**src/hdl/ctrl_map_pkg.sv**
```systemverilog
// Platform controller address map
// Bus widths, submodule select field and the submodule select codes

package ctrl_map_pkg;

	// **************************************************
	// APB bus widths
	// **************************************************

	localparam int APB_AW = 32;
	localparam int APB_DW = 32;

	// **************************************************
	// Submodule select field
	// **************************************************

	// Each submodule owns a 4 KiB window above this bit
	localparam int SEL_LSB = 12;
	localparam int SEL_W = 2;
	localparam int NUM_SEL = 1 << SEL_W;

	// Word offset inside a window, address bits 11 to 2
	localparam int WORD_LSB = 2;
	localparam int OFS_W = SEL_LSB - WORD_LSB;

	typedef enum logic [SEL_W-1:0]
	{
		SEL_RESET = 2'd0,
		SEL_PLATFORM = 2'd1,
		SEL_INFO = 2'd2,
		SEL_EXTERNAL = 2'd3
	} sel_e;

endpackage

```
**src/hdl/ctrl_reg_pkg.sv**
```systemverilog
// Platform controller register definitions
// Word offsets per submodule, sequencer states and identification constants

package ctrl_reg_pkg;

	// **************************************************
	// Register word offsets
	// **************************************************

	typedef enum logic [ctrl_map_pkg::OFS_W-1:0]
	{
		RST_STATUS = 10'd0,
		RST_REQUEST = 10'd1
	} rst_reg_e;

	// Core k program counter at PLAT_PC_BASE + k
	typedef enum logic [ctrl_map_pkg::OFS_W-1:0]
	{
		PLAT_BOOT_MODE = 10'd0,
		PLAT_INITIALIZED = 10'd1,
		PLAT_APP_FINISHED = 10'd2,
		PLAT_SCRATCH = 10'd3,
		PLAT_PC_BASE = 10'd16
	} plat_reg_e;

	typedef enum logic [ctrl_map_pkg::OFS_W-1:0]
	{
		INFO_VERSION = 10'd0,
		INFO_DATE = 10'd1,
		INFO_NUM_CORE = 10'd2,
		INFO_NUM_RESET = 10'd3
	} info_reg_e;

	// **************************************************
	// Constants and states
	// **************************************************

	localparam logic [ctrl_map_pkg::APB_DW-1:0] DESIGN_VERSION = 32'h0001_0400;
	localparam logic [ctrl_map_pkg::APB_DW-1:0] DESIGN_DATE = 32'h1A2B_3C4D;
	localparam int BW_BOOT_MODE = 2;

	typedef enum logic [1:0] {SEQ_HOLD, SEQ_STEP, SEQ_DONE} seq_state_e;

endpackage

```
**src/hdl/apb_splitter.sv**
```systemverilog
// APB splitter
// Decodes the submodule select bits and routes one transfer to one of
// four slave ports, returning the selected slave's response

module apb_splitter
(
	input  logic clk,
	input  logic i_rst_n,

	input  logic i_psel,
	input  logic i_penable,
	input  logic [ctrl_map_pkg::APB_AW-1:0] i_paddr,
	input  logic i_pwrite,
	input  logic [ctrl_map_pkg::APB_DW-1:0] i_pwdata,
	output logic [ctrl_map_pkg::APB_DW-1:0] o_prdata,
	output logic o_pready,
	output logic o_pslverr,

	output logic [ctrl_map_pkg::NUM_SEL-1:0] o_s_psel,
	output logic [ctrl_map_pkg::NUM_SEL-1:0] o_s_penable,
	output logic [ctrl_map_pkg::APB_AW-1:0] o_s_paddr,
	output logic o_s_pwrite,
	output logic [ctrl_map_pkg::APB_DW-1:0] o_s_pwdata,
	input  logic [ctrl_map_pkg::APB_DW-1:0] i_s_prdata [ctrl_map_pkg::NUM_SEL],
	input  logic [ctrl_map_pkg::NUM_SEL-1:0] i_s_pready,
	input  logic [ctrl_map_pkg::NUM_SEL-1:0] i_s_pslverr
);

	ctrl_map_pkg::sel_e sel;
	logic [ctrl_map_pkg::NUM_SEL-1:0] hit;

	// **************************************************
	// Address decode
	// **************************************************

	assign sel = ctrl_map_pkg::sel_e'(i_paddr[ctrl_map_pkg::SEL_LSB +: ctrl_map_pkg::SEL_W]);

	always_comb
	begin
		for (int k = 0; k < ctrl_map_pkg::NUM_SEL; k++)
		begin
			hit[k] = (sel == ctrl_map_pkg::sel_e'(k));
		end
	end

	// Only the selected slave sees psel, in both phases
	assign o_s_psel = hit & {ctrl_map_pkg::NUM_SEL{i_psel}};
	assign o_s_penable = hit & {ctrl_map_pkg::NUM_SEL{i_psel & i_penable}};

	// Full address goes down, slaves use the word offset only
	assign o_s_paddr = i_paddr;
	assign o_s_pwrite = i_pwrite;
	assign o_s_pwdata = i_pwdata;

	// **************************************************
	// Response return
	// **************************************************

	assign o_prdata = i_s_prdata[sel];
	assign o_pready = i_s_pready[sel];
	assign o_pslverr = i_s_pslverr[sel];

endmodule

```
**src/hdl/reset_sequencer.sv**
```systemverilog
// Reset sequencer
// Releases the reset domains one by one, STEP_CYCLES apart, and lets
// software re-assert any set of them through the request register

module reset_sequencer
#(
	parameter int NUM_RESET = 3,
	parameter int STEP_CYCLES = 4
)
(
	input  logic clk,
	input  logic i_rst_n,

	input  logic i_psel,
	input  logic i_penable,
	input  logic [ctrl_map_pkg::APB_AW-1:0] i_paddr,
	input  logic i_pwrite,
	input  logic [ctrl_map_pkg::APB_DW-1:0] i_pwdata,
	output logic [ctrl_map_pkg::APB_DW-1:0] o_prdata,
	output logic o_pready,
	output logic o_pslverr,

	output logic [NUM_RESET-1:0] o_rst_n_seq
);

	localparam int CNT_W = (STEP_CYCLES > 1) ? $clog2(STEP_CYCLES) : 1;
	localparam int IDX_W = (NUM_RESET > 1) ? $clog2(NUM_RESET) : 1;
	localparam logic [CNT_W-1:0] STEP_LAST = CNT_W'(STEP_CYCLES - 1);

	ctrl_reg_pkg::seq_state_e state;
	logic [CNT_W-1:0] step_cnt;
	logic [IDX_W-1:0] rel_idx;
	logic [NUM_RESET-1:0] rst_n_seq;
	logic [ctrl_map_pkg::OFS_W-1:0] ofs;
	logic req_wr;
	logic err;

	// **************************************************
	// Register access
	// **************************************************

	assign ofs = i_paddr[ctrl_map_pkg::SEL_LSB-1:ctrl_map_pkg::WORD_LSB];
	assign req_wr = i_psel && i_penable && i_pwrite && (ofs == ctrl_reg_pkg::RST_REQUEST);

	always_comb
	begin
		o_prdata = '0;
		err = 1'b0;
		case (ofs)
			ctrl_reg_pkg::RST_STATUS:
			begin
				o_prdata = ctrl_map_pkg::APB_DW'(rst_n_seq);
				err = i_pwrite;
			end
			// Request register is write only
			ctrl_reg_pkg::RST_REQUEST: err = !i_pwrite;
			default: err = 1'b1;
		endcase
	end

	assign o_pready = 1'b1;
	assign o_pslverr = i_psel && err;

	// **************************************************
	// Release sequence
	// **************************************************

	// Lowest domain still held in reset
	always_comb
	begin
		rel_idx = '0;
		for (int i = NUM_RESET - 1; i >= 0; i--)
		begin
			if (!rst_n_seq[i])
				rel_idx = IDX_W'(i);
		end
	end

	always_ff @(posedge clk)
	begin
		if (!i_rst_n)
		begin
			state <= ctrl_reg_pkg::SEQ_HOLD;
			step_cnt <= '0;
			rst_n_seq <= '0;
		end
		else if (req_wr)
		begin
			// A new request restarts the count
			state <= ctrl_reg_pkg::SEQ_STEP;
			step_cnt <= '0;
			rst_n_seq <= rst_n_seq & ~i_pwdata[NUM_RESET-1:0];
		end
		else
		begin
			case (state)
				ctrl_reg_pkg::SEQ_HOLD:
				begin
					state <= ctrl_reg_pkg::SEQ_STEP;
					step_cnt <= '0;
				end
				ctrl_reg_pkg::SEQ_STEP:
				begin
					if (&rst_n_seq)
						state <= ctrl_reg_pkg::SEQ_DONE;
					else if (step_cnt == STEP_LAST)
					begin
						rst_n_seq[rel_idx] <= 1'b1;
						step_cnt <= '0;
					end
					else
						step_cnt <= step_cnt + 1'b1;
				end
				default: state <= ctrl_reg_pkg::SEQ_DONE;
			endcase
		end
	end

	assign o_rst_n_seq = rst_n_seq;

endmodule

```
**src/hdl/platform_regs.sv**
```systemverilog
// Platform register block
// Reports boot mode, init flags and core program counters, and holds
// the scratch and application-finished registers

module platform_regs
#(
	parameter int NUM_CORE = 2
)
(
	input  logic clk,
	input  logic i_rst_n,

	input  logic i_psel,
	input  logic i_penable,
	input  logic [ctrl_map_pkg::APB_AW-1:0] i_paddr,
	input  logic i_pwrite,
	input  logic [ctrl_map_pkg::APB_DW-1:0] i_pwdata,
	output logic [ctrl_map_pkg::APB_DW-1:0] o_prdata,
	output logic o_pready,
	output logic o_pslverr,

	input  logic [ctrl_reg_pkg::BW_BOOT_MODE-1:0] i_boot_mode,
	input  logic [NUM_CORE-1:0] i_initialized,
	input  logic [NUM_CORE*ctrl_map_pkg::APB_DW-1:0] i_pc_list,
	output logic o_app_finished
);

	localparam int DW = ctrl_map_pkg::APB_DW;
	localparam int OW = ctrl_map_pkg::OFS_W;

	logic [OW-1:0] ofs;
	logic [DW-1:0] scratch;
	logic app_finished;
	logic wr;
	logic mapped;
	logic read_only;

	assign ofs = i_paddr[ctrl_map_pkg::SEL_LSB-1:ctrl_map_pkg::WORD_LSB];
	assign wr = i_psel && i_penable && i_pwrite;

	// **************************************************
	// Read decode
	// **************************************************

	always_comb
	begin
		o_prdata = '0;
		mapped = 1'b1;
		read_only = 1'b1;
		case (ofs)
			ctrl_reg_pkg::PLAT_BOOT_MODE: o_prdata = DW'(i_boot_mode);
			ctrl_reg_pkg::PLAT_INITIALIZED: o_prdata = DW'(i_initialized);
			ctrl_reg_pkg::PLAT_APP_FINISHED:
			begin
				o_prdata = DW'(app_finished);
				read_only = 1'b0;
			end
			ctrl_reg_pkg::PLAT_SCRATCH:
			begin
				o_prdata = scratch;
				read_only = 1'b0;
			end
			default:
			begin
				mapped = 1'b0;
				for (int k = 0; k < NUM_CORE; k++)
				begin
					if (ofs == OW'(ctrl_reg_pkg::PLAT_PC_BASE + k))
					begin
						o_prdata = i_pc_list[k*DW +: DW];
						mapped = 1'b1;
					end
				end
			end
		endcase
	end

	assign o_pready = 1'b1;
	assign o_pslverr = i_psel && (!mapped || (i_pwrite && read_only));

	// **************************************************
	// Writable registers
	// **************************************************

	always_ff @(posedge clk)
	begin
		if (!i_rst_n)
		begin
			scratch <= '0;
			app_finished <= 1'b0;
		end
		else if (wr)
		begin
			if (ofs == ctrl_reg_pkg::PLAT_SCRATCH)
				scratch <= i_pwdata;
			if (ofs == ctrl_reg_pkg::PLAT_APP_FINISHED)
				app_finished <= i_pwdata[0];
		end
	end

	assign o_app_finished = app_finished;

endmodule

```
**src/hdl/design_info_rom.sv**
```systemverilog
// Design information block
// Read-only version, date and configuration counts

module design_info_rom
#(
	parameter int NUM_CORE = 2,
	parameter int NUM_RESET = 3
)
(
	input  logic clk,
	input  logic i_rst_n,

	input  logic i_psel,
	input  logic i_penable,
	input  logic [ctrl_map_pkg::APB_AW-1:0] i_paddr,
	input  logic i_pwrite,
	input  logic [ctrl_map_pkg::APB_DW-1:0] i_pwdata,
	output logic [ctrl_map_pkg::APB_DW-1:0] o_prdata,
	output logic o_pready,
	output logic o_pslverr
);

	localparam int DW = ctrl_map_pkg::APB_DW;

	logic [ctrl_map_pkg::OFS_W-1:0] ofs;
	logic [DW-1:0] rom_data;
	logic rom_hit;
	logic [DW-1:0] rdata_q;
	logic err_q;
	logic setup;

	assign ofs = i_paddr[ctrl_map_pkg::SEL_LSB-1:ctrl_map_pkg::WORD_LSB];
	assign setup = i_psel && !i_penable;

	always_comb
	begin
		rom_data = '0;
		rom_hit = 1'b1;
		case (ofs)
			ctrl_reg_pkg::INFO_VERSION: rom_data = ctrl_reg_pkg::DESIGN_VERSION;
			ctrl_reg_pkg::INFO_DATE: rom_data = ctrl_reg_pkg::DESIGN_DATE;
			ctrl_reg_pkg::INFO_NUM_CORE: rom_data = DW'(NUM_CORE);
			ctrl_reg_pkg::INFO_NUM_RESET: rom_data = DW'(NUM_RESET);
			default: rom_hit = 1'b0;
		endcase
	end

	// Response is captured in the setup cycle, ready for the access cycle
	always_ff @(posedge clk)
	begin
		if (setup)
			rdata_q <= rom_data;
	end

	always_ff @(posedge clk)
	begin
		if (!i_rst_n)
			err_q <= 1'b0;
		else if (setup)
			err_q <= i_pwrite || !rom_hit;
	end

	assign o_prdata = rdata_q;
	assign o_pready = 1'b1;
	assign o_pslverr = err_q;

endmodule

```
**src/hdl/platform_controller.sv**
```systemverilog
// Platform controller top
// APB splitter feeding the reset sequencer, platform registers, design
// information block and the external debug window

module platform_controller
#(
	parameter int NUM_CORE = 2,
	parameter int NUM_RESET = 3,
	parameter int STEP_CYCLES = 4
)
(
	input  logic clk,
	input  logic i_rst_n,

	input  logic i_psel,
	input  logic i_penable,
	input  logic [ctrl_map_pkg::APB_AW-1:0] i_paddr,
	input  logic i_pwrite,
	input  logic [ctrl_map_pkg::APB_DW-1:0] i_pwdata,
	output logic [ctrl_map_pkg::APB_DW-1:0] o_prdata,
	output logic o_pready,
	output logic o_pslverr,

	input  logic [ctrl_reg_pkg::BW_BOOT_MODE-1:0] i_boot_mode,
	input  logic [NUM_CORE-1:0] i_initialized,
	input  logic [NUM_CORE*ctrl_map_pkg::APB_DW-1:0] i_pc_list,
	output logic o_app_finished,
	output logic [NUM_RESET-1:0] o_rst_n_seq,

	output logic o_ext_psel,
	output logic o_ext_penable,
	output logic [ctrl_map_pkg::APB_AW-1:0] o_ext_paddr,
	output logic o_ext_pwrite,
	output logic [ctrl_map_pkg::APB_DW-1:0] o_ext_pwdata,
	input  logic [ctrl_map_pkg::APB_DW-1:0] i_ext_prdata,
	input  logic i_ext_pready,
	input  logic i_ext_pslverr
);

	logic [ctrl_map_pkg::NUM_SEL-1:0] s_psel;
	logic [ctrl_map_pkg::NUM_SEL-1:0] s_penable;
	logic [ctrl_map_pkg::APB_AW-1:0] s_paddr;
	logic s_pwrite;
	logic [ctrl_map_pkg::APB_DW-1:0] s_pwdata;
	logic [ctrl_map_pkg::APB_DW-1:0] s_prdata [ctrl_map_pkg::NUM_SEL];
	logic [ctrl_map_pkg::NUM_SEL-1:0] s_pready;
	logic [ctrl_map_pkg::NUM_SEL-1:0] s_pslverr;

	// **************************************************
	// Bus split
	// **************************************************

	apb_splitter apb_splitter_i
	(
		.clk(clk),
		.i_rst_n(i_rst_n),
		.i_psel(i_psel),
		.i_penable(i_penable),
		.i_paddr(i_paddr),
		.i_pwrite(i_pwrite),
		.i_pwdata(i_pwdata),
		.o_prdata(o_prdata),
		.o_pready(o_pready),
		.o_pslverr(o_pslverr),
		.o_s_psel(s_psel),
		.o_s_penable(s_penable),
		.o_s_paddr(s_paddr),
		.o_s_pwrite(s_pwrite),
		.o_s_pwdata(s_pwdata),
		.i_s_prdata(s_prdata),
		.i_s_pready(s_pready),
		.i_s_pslverr(s_pslverr)
	);

	// **************************************************
	// Submodules
	// **************************************************

	reset_sequencer
	#(
		.NUM_RESET(NUM_RESET),
		.STEP_CYCLES(STEP_CYCLES)
	)
	reset_sequencer_i
	(
		.clk(clk),
		.i_rst_n(i_rst_n),
		.i_psel(s_psel[ctrl_map_pkg::SEL_RESET]),
		.i_penable(s_penable[ctrl_map_pkg::SEL_RESET]),
		.i_paddr(s_paddr),
		.i_pwrite(s_pwrite),
		.i_pwdata(s_pwdata),
		.o_prdata(s_prdata[ctrl_map_pkg::SEL_RESET]),
		.o_pready(s_pready[ctrl_map_pkg::SEL_RESET]),
		.o_pslverr(s_pslverr[ctrl_map_pkg::SEL_RESET]),
		.o_rst_n_seq(o_rst_n_seq)
	);

	platform_regs
	#(
		.NUM_CORE(NUM_CORE)
	)
	platform_regs_i
	(
		.clk(clk),
		.i_rst_n(i_rst_n),
		.i_psel(s_psel[ctrl_map_pkg::SEL_PLATFORM]),
		.i_penable(s_penable[ctrl_map_pkg::SEL_PLATFORM]),
		.i_paddr(s_paddr),
		.i_pwrite(s_pwrite),
		.i_pwdata(s_pwdata),
		.o_prdata(s_prdata[ctrl_map_pkg::SEL_PLATFORM]),
		.o_pready(s_pready[ctrl_map_pkg::SEL_PLATFORM]),
		.o_pslverr(s_pslverr[ctrl_map_pkg::SEL_PLATFORM]),
		.i_boot_mode(i_boot_mode),
		.i_initialized(i_initialized),
		.i_pc_list(i_pc_list),
		.o_app_finished(o_app_finished)
	);

	design_info_rom
	#(
		.NUM_CORE(NUM_CORE),
		.NUM_RESET(NUM_RESET)
	)
	design_info_rom_i
	(
		.clk(clk),
		.i_rst_n(i_rst_n),
		.i_psel(s_psel[ctrl_map_pkg::SEL_INFO]),
		.i_penable(s_penable[ctrl_map_pkg::SEL_INFO]),
		.i_paddr(s_paddr),
		.i_pwrite(s_pwrite),
		.i_pwdata(s_pwdata),
		.o_prdata(s_prdata[ctrl_map_pkg::SEL_INFO]),
		.o_pready(s_pready[ctrl_map_pkg::SEL_INFO]),
		.o_pslverr(s_pslverr[ctrl_map_pkg::SEL_INFO])
	);

	// External debug window goes straight out
	assign o_ext_psel = s_psel[ctrl_map_pkg::SEL_EXTERNAL];
	assign o_ext_penable = s_penable[ctrl_map_pkg::SEL_EXTERNAL];
	assign o_ext_paddr = s_paddr;
	assign o_ext_pwrite = s_pwrite;
	assign o_ext_pwdata = s_pwdata;
	assign s_prdata[ctrl_map_pkg::SEL_EXTERNAL] = i_ext_prdata;
	assign s_pready[ctrl_map_pkg::SEL_EXTERNAL] = i_ext_pready;
	assign s_pslverr[ctrl_map_pkg::SEL_EXTERNAL] = i_ext_pslverr;

endmodule

```
**config.mk**
```make
export PLATFORM = sky130hd
export DESIGN_NAME = platform_controller
export DESIGN_NICKNAME = d
export VERILOG_FILES = /design/src/hdl/ctrl_map_pkg.sv /design/src/hdl/ctrl_reg_pkg.sv /design/src/hdl/apb_splitter.sv /design/src/hdl/reset_sequencer.sv /design/src/hdl/platform_regs.sv /design/src/hdl/design_info_rom.sv /design/src/hdl/platform_controller.sv
export SDC_FILE = /design/constraint.sdc
export NUM_CORES = 1
export LEC_CHECK = 0
export BUFFER_PORTS_ARGS = -buffer_cell sky130_fd_sc_hd__buf_2
export CORE_ASPECT_RATIO = 0.75
export CORE_MARGIN = 5
export CORE_UTILIZATION = 38
export CTS_BUF_LIST = sky130_fd_sc_hd__clkbuf_16
export DETAILED_ROUTE_END_ITERATION = 8
export PLACE_DENSITY_LB_ADDON = 0.08
export SLEW_MARGIN = 10
export SYNTH_ARGS = -nofsm -noshare
export SYNTH_HDL_FRONTEND = slang
export SYNTH_SLANG_ARGS = --single-unit
```
**constraint.sdc**
```tcl
create_clock -name clk -period 1.6 [get_ports clk]
set_input_delay 0.08 -clock clk [delete_from_list [all_inputs] [get_ports clk]]
set_output_delay 0.08 -clock clk [all_outputs]
set_load 0.02 [all_outputs]
```
# Word-level counts from Yosys, hierarchy flattened
# Cells that the tools add are included.
# totals
inputBits	171
elab_cells	98
reg_bits	73
output_inout_bits	105
# op_classes
n_bitwise	8
reduce_logical	30
mux	33
magnitude_cmp	4
n_addsub	1
n_eq_ne	14
# ops
op	n
2-to-1 mux 32 bit	4
case mux 32 bit (4 select lines)	1
case mux 29 bit (4 select lines)	1
binary-select mux 32 bit (select 2 bit)	1
equality test 10 x 2 -> 1 bit (second input constant)	2
equality test 10 x 5 -> 1 bit (second input constant)	2
2-to-1 mux 3 bit	5
2-to-1 mux 2 bit	6
equality test 10 x 1 -> 1 bit (second input constant)	1
logical AND 1 bit	10
zero test 10 bit	1
2-to-1 mux 1 bit	9
AND 4 bit	2
case mux 2 bit (2 select lines)	2
equality test 2 bit (second input constant)	3
less-than comparator 2 x 3 -> 1 bit (second input constant)	2
AND reduction 2 bit	3
AND reduction 3 bit	2
nonzero test 2 bit	3
binary-select mux 1 bit (select 2 bit)	2
equality test 2 x 1 -> 1 bit (second input constant)	2
zero test 1 bit	4
zero test 2 bit	2
inequality test 2 x 1 -> 1 bit (second input constant)	2
other kinds (16)	18

# Longest topological paths before layout
# depth
word_depth	12
mapped_depth	6
depth_no_buf	4

# Cells and area by module
# From an unflattened synthesis, not the netlist that was laid out.
# hier_totals
cells_unflattened	485
area_unflattened_um2	4709.5
# by_module_without_submodules
mod	seq_area_each_um2	cells_each	instances	area_each_um2
platform_regs	660.6	237	1	2117.0
apb_splitter	0.0	117	1	1437.6
reset_sequencer	140.1	83	1	706.9
design_info_rom	140.1	48	1	447.9

# Worst setup path before layout
# Ideal clock, no wire load.
# synth_timing
kind	input-to-output
start	in i_paddr[5] in the netlist's numbering
end	out o_prdata[11] in the netlist's numbering
slack_ps	-170
t_required_ps	1520
t_arrival_ps	1690
path_stages	5
n_path_buf	1
cell_sequence	or4_4 -> nor2_4 -> nand2_1 -> buf_2 -> o31ai_1
# synth_via
elab_chain_cells	7
word_cells_on_any_way	12
cone_classes	eq/ne (5); mux (6); reduce/logical (1)
# synth_lines
element	line_no	rtl
start: declaration	platform_controller.sv:17	input logic [ctrl_map_pkg::APB_AW-1:0] i_paddr,
equality test 10 x 5 -> 1 bit	platform_regs.sv:68	if (ofs == OW'(ctrl_reg_pkg::PLAT_PC_BASE + k))
2-to-1 mux 32 bit (2 in a row)	platform_regs.sv:68	
case mux 32 bit (4 select lines) (*)	platform_regs.sv:50	case (ofs)
binary-select mux 32 bit (select 2 bit) (*)	apb_splitter.sv:59	assign o_prdata = i_s_prdata[sel];
2-to-1 mux 32 bit (implied by the code) (*) (2 in a row)	apb_splitter.sv:59	
end: declaration	platform_controller.sv:20	output logic [ctrl_map_pkg::APB_DW-1:0] o_prdata,
# Mark *: on every way between the ends. The rest lies on a longest branch, timed or not. The select of a mux whose other input is x is not followed.

# Worst setup path after layout
# layout_timing
start	in i_paddr[8] in the netlist's numbering
end	out o_prdata[16] in the netlist's numbering
# Same word-level chain as after synthesis.

==> summary.txt <==
Job
  • Max-cap viol count: 0

Layout
  • Share of cells above drive strength 1: 0.507
  • Area delta synth->final: 41.1%
  • Sequential Area: 945 sq um
  • Filler cells: 980
  • Nets: 839
  • Non-Filler Instances: 801
  • Layout Utilization: 0.557
  • Multi-input gate area: 2400 sq um
  • Design Area, Final: 5470 sq um

Clocking
  • Clock Sinks: 45
  • TritonCTS clock tree: built
  • Deepest clock path buffer count: 2
  • Depth of the CTS H-tree: 2
  • Clk slew on worst S/H paths: 0.06 ns
  • Clk_lat worst skew: 0.29 ns
  • Clk root buf: clkbuf_16
  • Num CTS Buffers: 5

Pwr
  • Total power: 3.15 mW
  • Max VDD drop: 0.000373 V
  • Leak Pwr: 2.48 nW
  • P per Cell Area: 576 nW/um^2

Critical path
  • Flop2flop setup slack: 0.18 ns
  • WP data arrival: 1.62 ns
  • Critical Path Max Stage Delay: 0.57 ns
  • Worst r2r src: reset_sequencer_i.o_rst_n_seq[2]
  • CP endpoint kind: output pin
  • Crit Path Category: in -> out
  • CP startpoint kind: input pin
  • Slowest CP cell: or4_4
  • CP Cell Sequence: buf_6 > or4_4 > nor2_4 > nand2_2 > buf_12 > o31ai_2 > buf_4
  • Reg2Reg Depth: 5
  • R2r endpoint: reset_sequencer_i.o_rst_n_seq[2]
  • Crit path required time: 1.52 ns
  • CP Max Fanout: 13

Drt
  • WL per Instance: 18.3 um
  • Vias per cell: 5.27
  • DR iter-0 viols: 268
  • Drt pass-1 iters: 5
  • Vias: 4223
  • DRC viols: 0
  • Overall routed net length: 14600 um
  • Final antenna-violating net count: 0

Run status
  • Outcome: complete, but fails checks
  • Failing checks: negative setup slack

Global routing
  • Gr usage total: 0.223
  • Largest net degree at the start of global routing: 34
  • Initial antenna violation count: 1
  • GR Overflow Total: 0
  • First-pass GRT wire length: 22400 um
  • Vias in the first global route: 4234

Synthesis
  • YS warnings: 0
  • Number of synthesized flops with an enable pin: 4
  • Synth Flop Type: dfxtp_1
  • Register area share after synthesis: 0.243
  • Mapped Cells: 487
  • Netlist cell types: 56
  • Asr flop ratio synth: 0
  • Avg Inst Size Synth: 7.95 sq um
  • #FFs+latches synth: 45
  • Net count after synthesis: 659
  • Area of the mapped netlist: 3870 sq um

Hold path
  • WHS Endpoint: platform_regs_i.scratch[21]
  • Hold path cells: 3
  • Min-delay src: i_pwdata[21]
  • Tightest Hold Check Type: in -> reg

Placed design
  • Placed cells: 786
  • Post-DP HPWL: 11600 um
  • PortBufs: 235
  • GP Congestion: 0.931
  • Placement-stage cell area: 4950 sq um
  • Dpl ws: -0.299 ns

STA
  • Endpoints failing hold: 0
  • Setup Total Neg Slack: -1.42 ns
  • Final setup viols: 28
  • Setup slack after layout: -0.0991 ns
  • Final count of pins violating max slew: 0
  • Final worst path period need: 1.70 ns
  • Relative slew slack: 0.507
  • Clk_skew: 0.00319 ns
  • Worst Max-Slew Pin Slew: 0.739 ns
  • RSZ-0062 raised after global routing: true
  • Fmax: 589 MHz
  • Fin crit share: 1.06
  • Hold_ws: 0.0487 ns

Floorplan
  • Die span in x: 127 um
  • Die Height: 97.4 um
  • Row count: 31
  • Die area: 12300 sq um
  • Core Area: 9810 sq um
  • Top-level I/O count: 276
  • Starting density of the core: 0.395
[power by group]
part | switching [mW] | leakage [nW] | internal, mW | total, mW
Combinational | 0.558 | 2.05 | 0.440 | 0.998
Clock | 0.440 | 0.0687 | 0.566 | 1.01
Sequential | 0.00424 | 0.361 | 1.14 | 1.15
[worst max-delay path by stage]
stage               startpoint      endpoint  slack, ns  cells after the start
finish              i_paddr[8]  o_prdata[16]       -0.1                      7
global route        i_paddr[8]  o_prdata[25]      -0.15                      7
CTS                 i_paddr[8]  o_prdata[21]      -0.11                      7
detailed placement  i_paddr[5]   o_prdata[6]      -0.30                      7
global placement    i_paddr[3]  o_prdata[18]      -0.29                      6
floorplan           i_paddr[5]  o_prdata[11]      -0.04                      5
[area by class of cell]
cell class,instances,share of cell area
tap,132,0.0302
timing repair buffer,278,0.328
sequential,45,0.173
antenna,1,0.000458
inverter,6,0.00412
clock inverter,3,0.00229
clock buffer,5,0.0229
multi-input combinational,331,0.440
[what timing repair did]
item	in CTS	in global routing
pin swaps	15	6
gates cloned	1	2
resized for setup	58	19
hold endpoints to repair	0	0
setup buffers	3	0
endpoints found under the setup margin	32	44
hold buffers	0	0
[worst max-delay path, delay by kind of cell]
family	cells	cell delay, ns
compound gates	1	0.22
buf+inv	3	0.44
simple gates	3	0.87
[synth_stat cells, drive strengths merged (2+ instances only)]
master  count  share of area
a21oi      15          0.019
inv         6         0.0058
nor2b       4         0.0065
nand3       3         0.0039
nor2       40          0.041
clkbuf     28          0.030
nand2      68          0.066
edfxtp      4          0.031
a31oi       2         0.0032
a22oi       2         0.0039
nor3        5         0.0065
o21ai      39          0.050
buf        77           0.16
nand4       5         0.0081
o311ai      2         0.0045
dfxtp      41           0.21
o31ai      13          0.025
nor4bb      2         0.0052
a22o       17          0.038
nor3b       3         0.0071
and3        4         0.0065
nor4b       2         0.0045
and2       15          0.024
a221oi     16          0.052
mux2i      52           0.13
[placed cells by master, fill, tap and decap left out, types with 7 or more instances in the layout]
cell	Yosys	routed
o31ai_2	0	9
mux2i_1	52	51
nor2_2	0	10
and2_1	15	15
buf_4	67	50
a221oi_2	10	14
buf_12	3	8
a21oi_1	15	15
nand2_1	68	67
a22o_1	17	17
dfxtp_1	41	38
clkbuf_16	0	7
nor2_1	39	29
buf_2	5	203
buf_6	1	13
o21ai_1	2	7
o21ai_0	37	31
[flip-flops by register name, summed over array words and instances, names as in the netlist]
register and flops:
design_info_rom_i.o_prdata 4, design_info_rom_i.o_pslverr 1, platform_regs_i.o_app_finished 1, platform_regs_i.scratch 32, reset_sequencer_i.o_rst_n_seq 3, reset_sequencer_i.state 2, reset_sequencer_i.step_cnt 2
[layer usage]
| metal | up-vias | share of wire | GRT usage |
|---|---|---|---|
| met5 | - | 0 | 0 |
| met4 | 0 | 0.019 | 0.0635 |
| met3 | 30 | 0.081 | 0.0478 |
| met2 | 205 | 0.49 | 0.383 |
| met1 | 1961 | 0.41 | 0.281 |
| li1 | 2027 | - | - |
[cell families (layout without fill, tap and decap cells)]
| family | count (synthesis) | after routing | synth area share |
|---|---|---|---|
| and+or+nand+nor | 160 | 160 | 0.201 |
| muxes | 54 | 54 | 0.143 |
| adders and majority gates | 1 | 1 | 0.00323 |
| xor gates and xnor gates | 1 | 1 | 0.00226 |
| AOI/OAI and AO/OA | 115 | 115 | 0.216 |
| DFF | 45 | 45 | 0.243 |
| other | 0 | 1 | 0 |
| buffers and inverters | 111 | 292 | 0.192 |
Note: power is estimated with default switching activity, not from simulation.
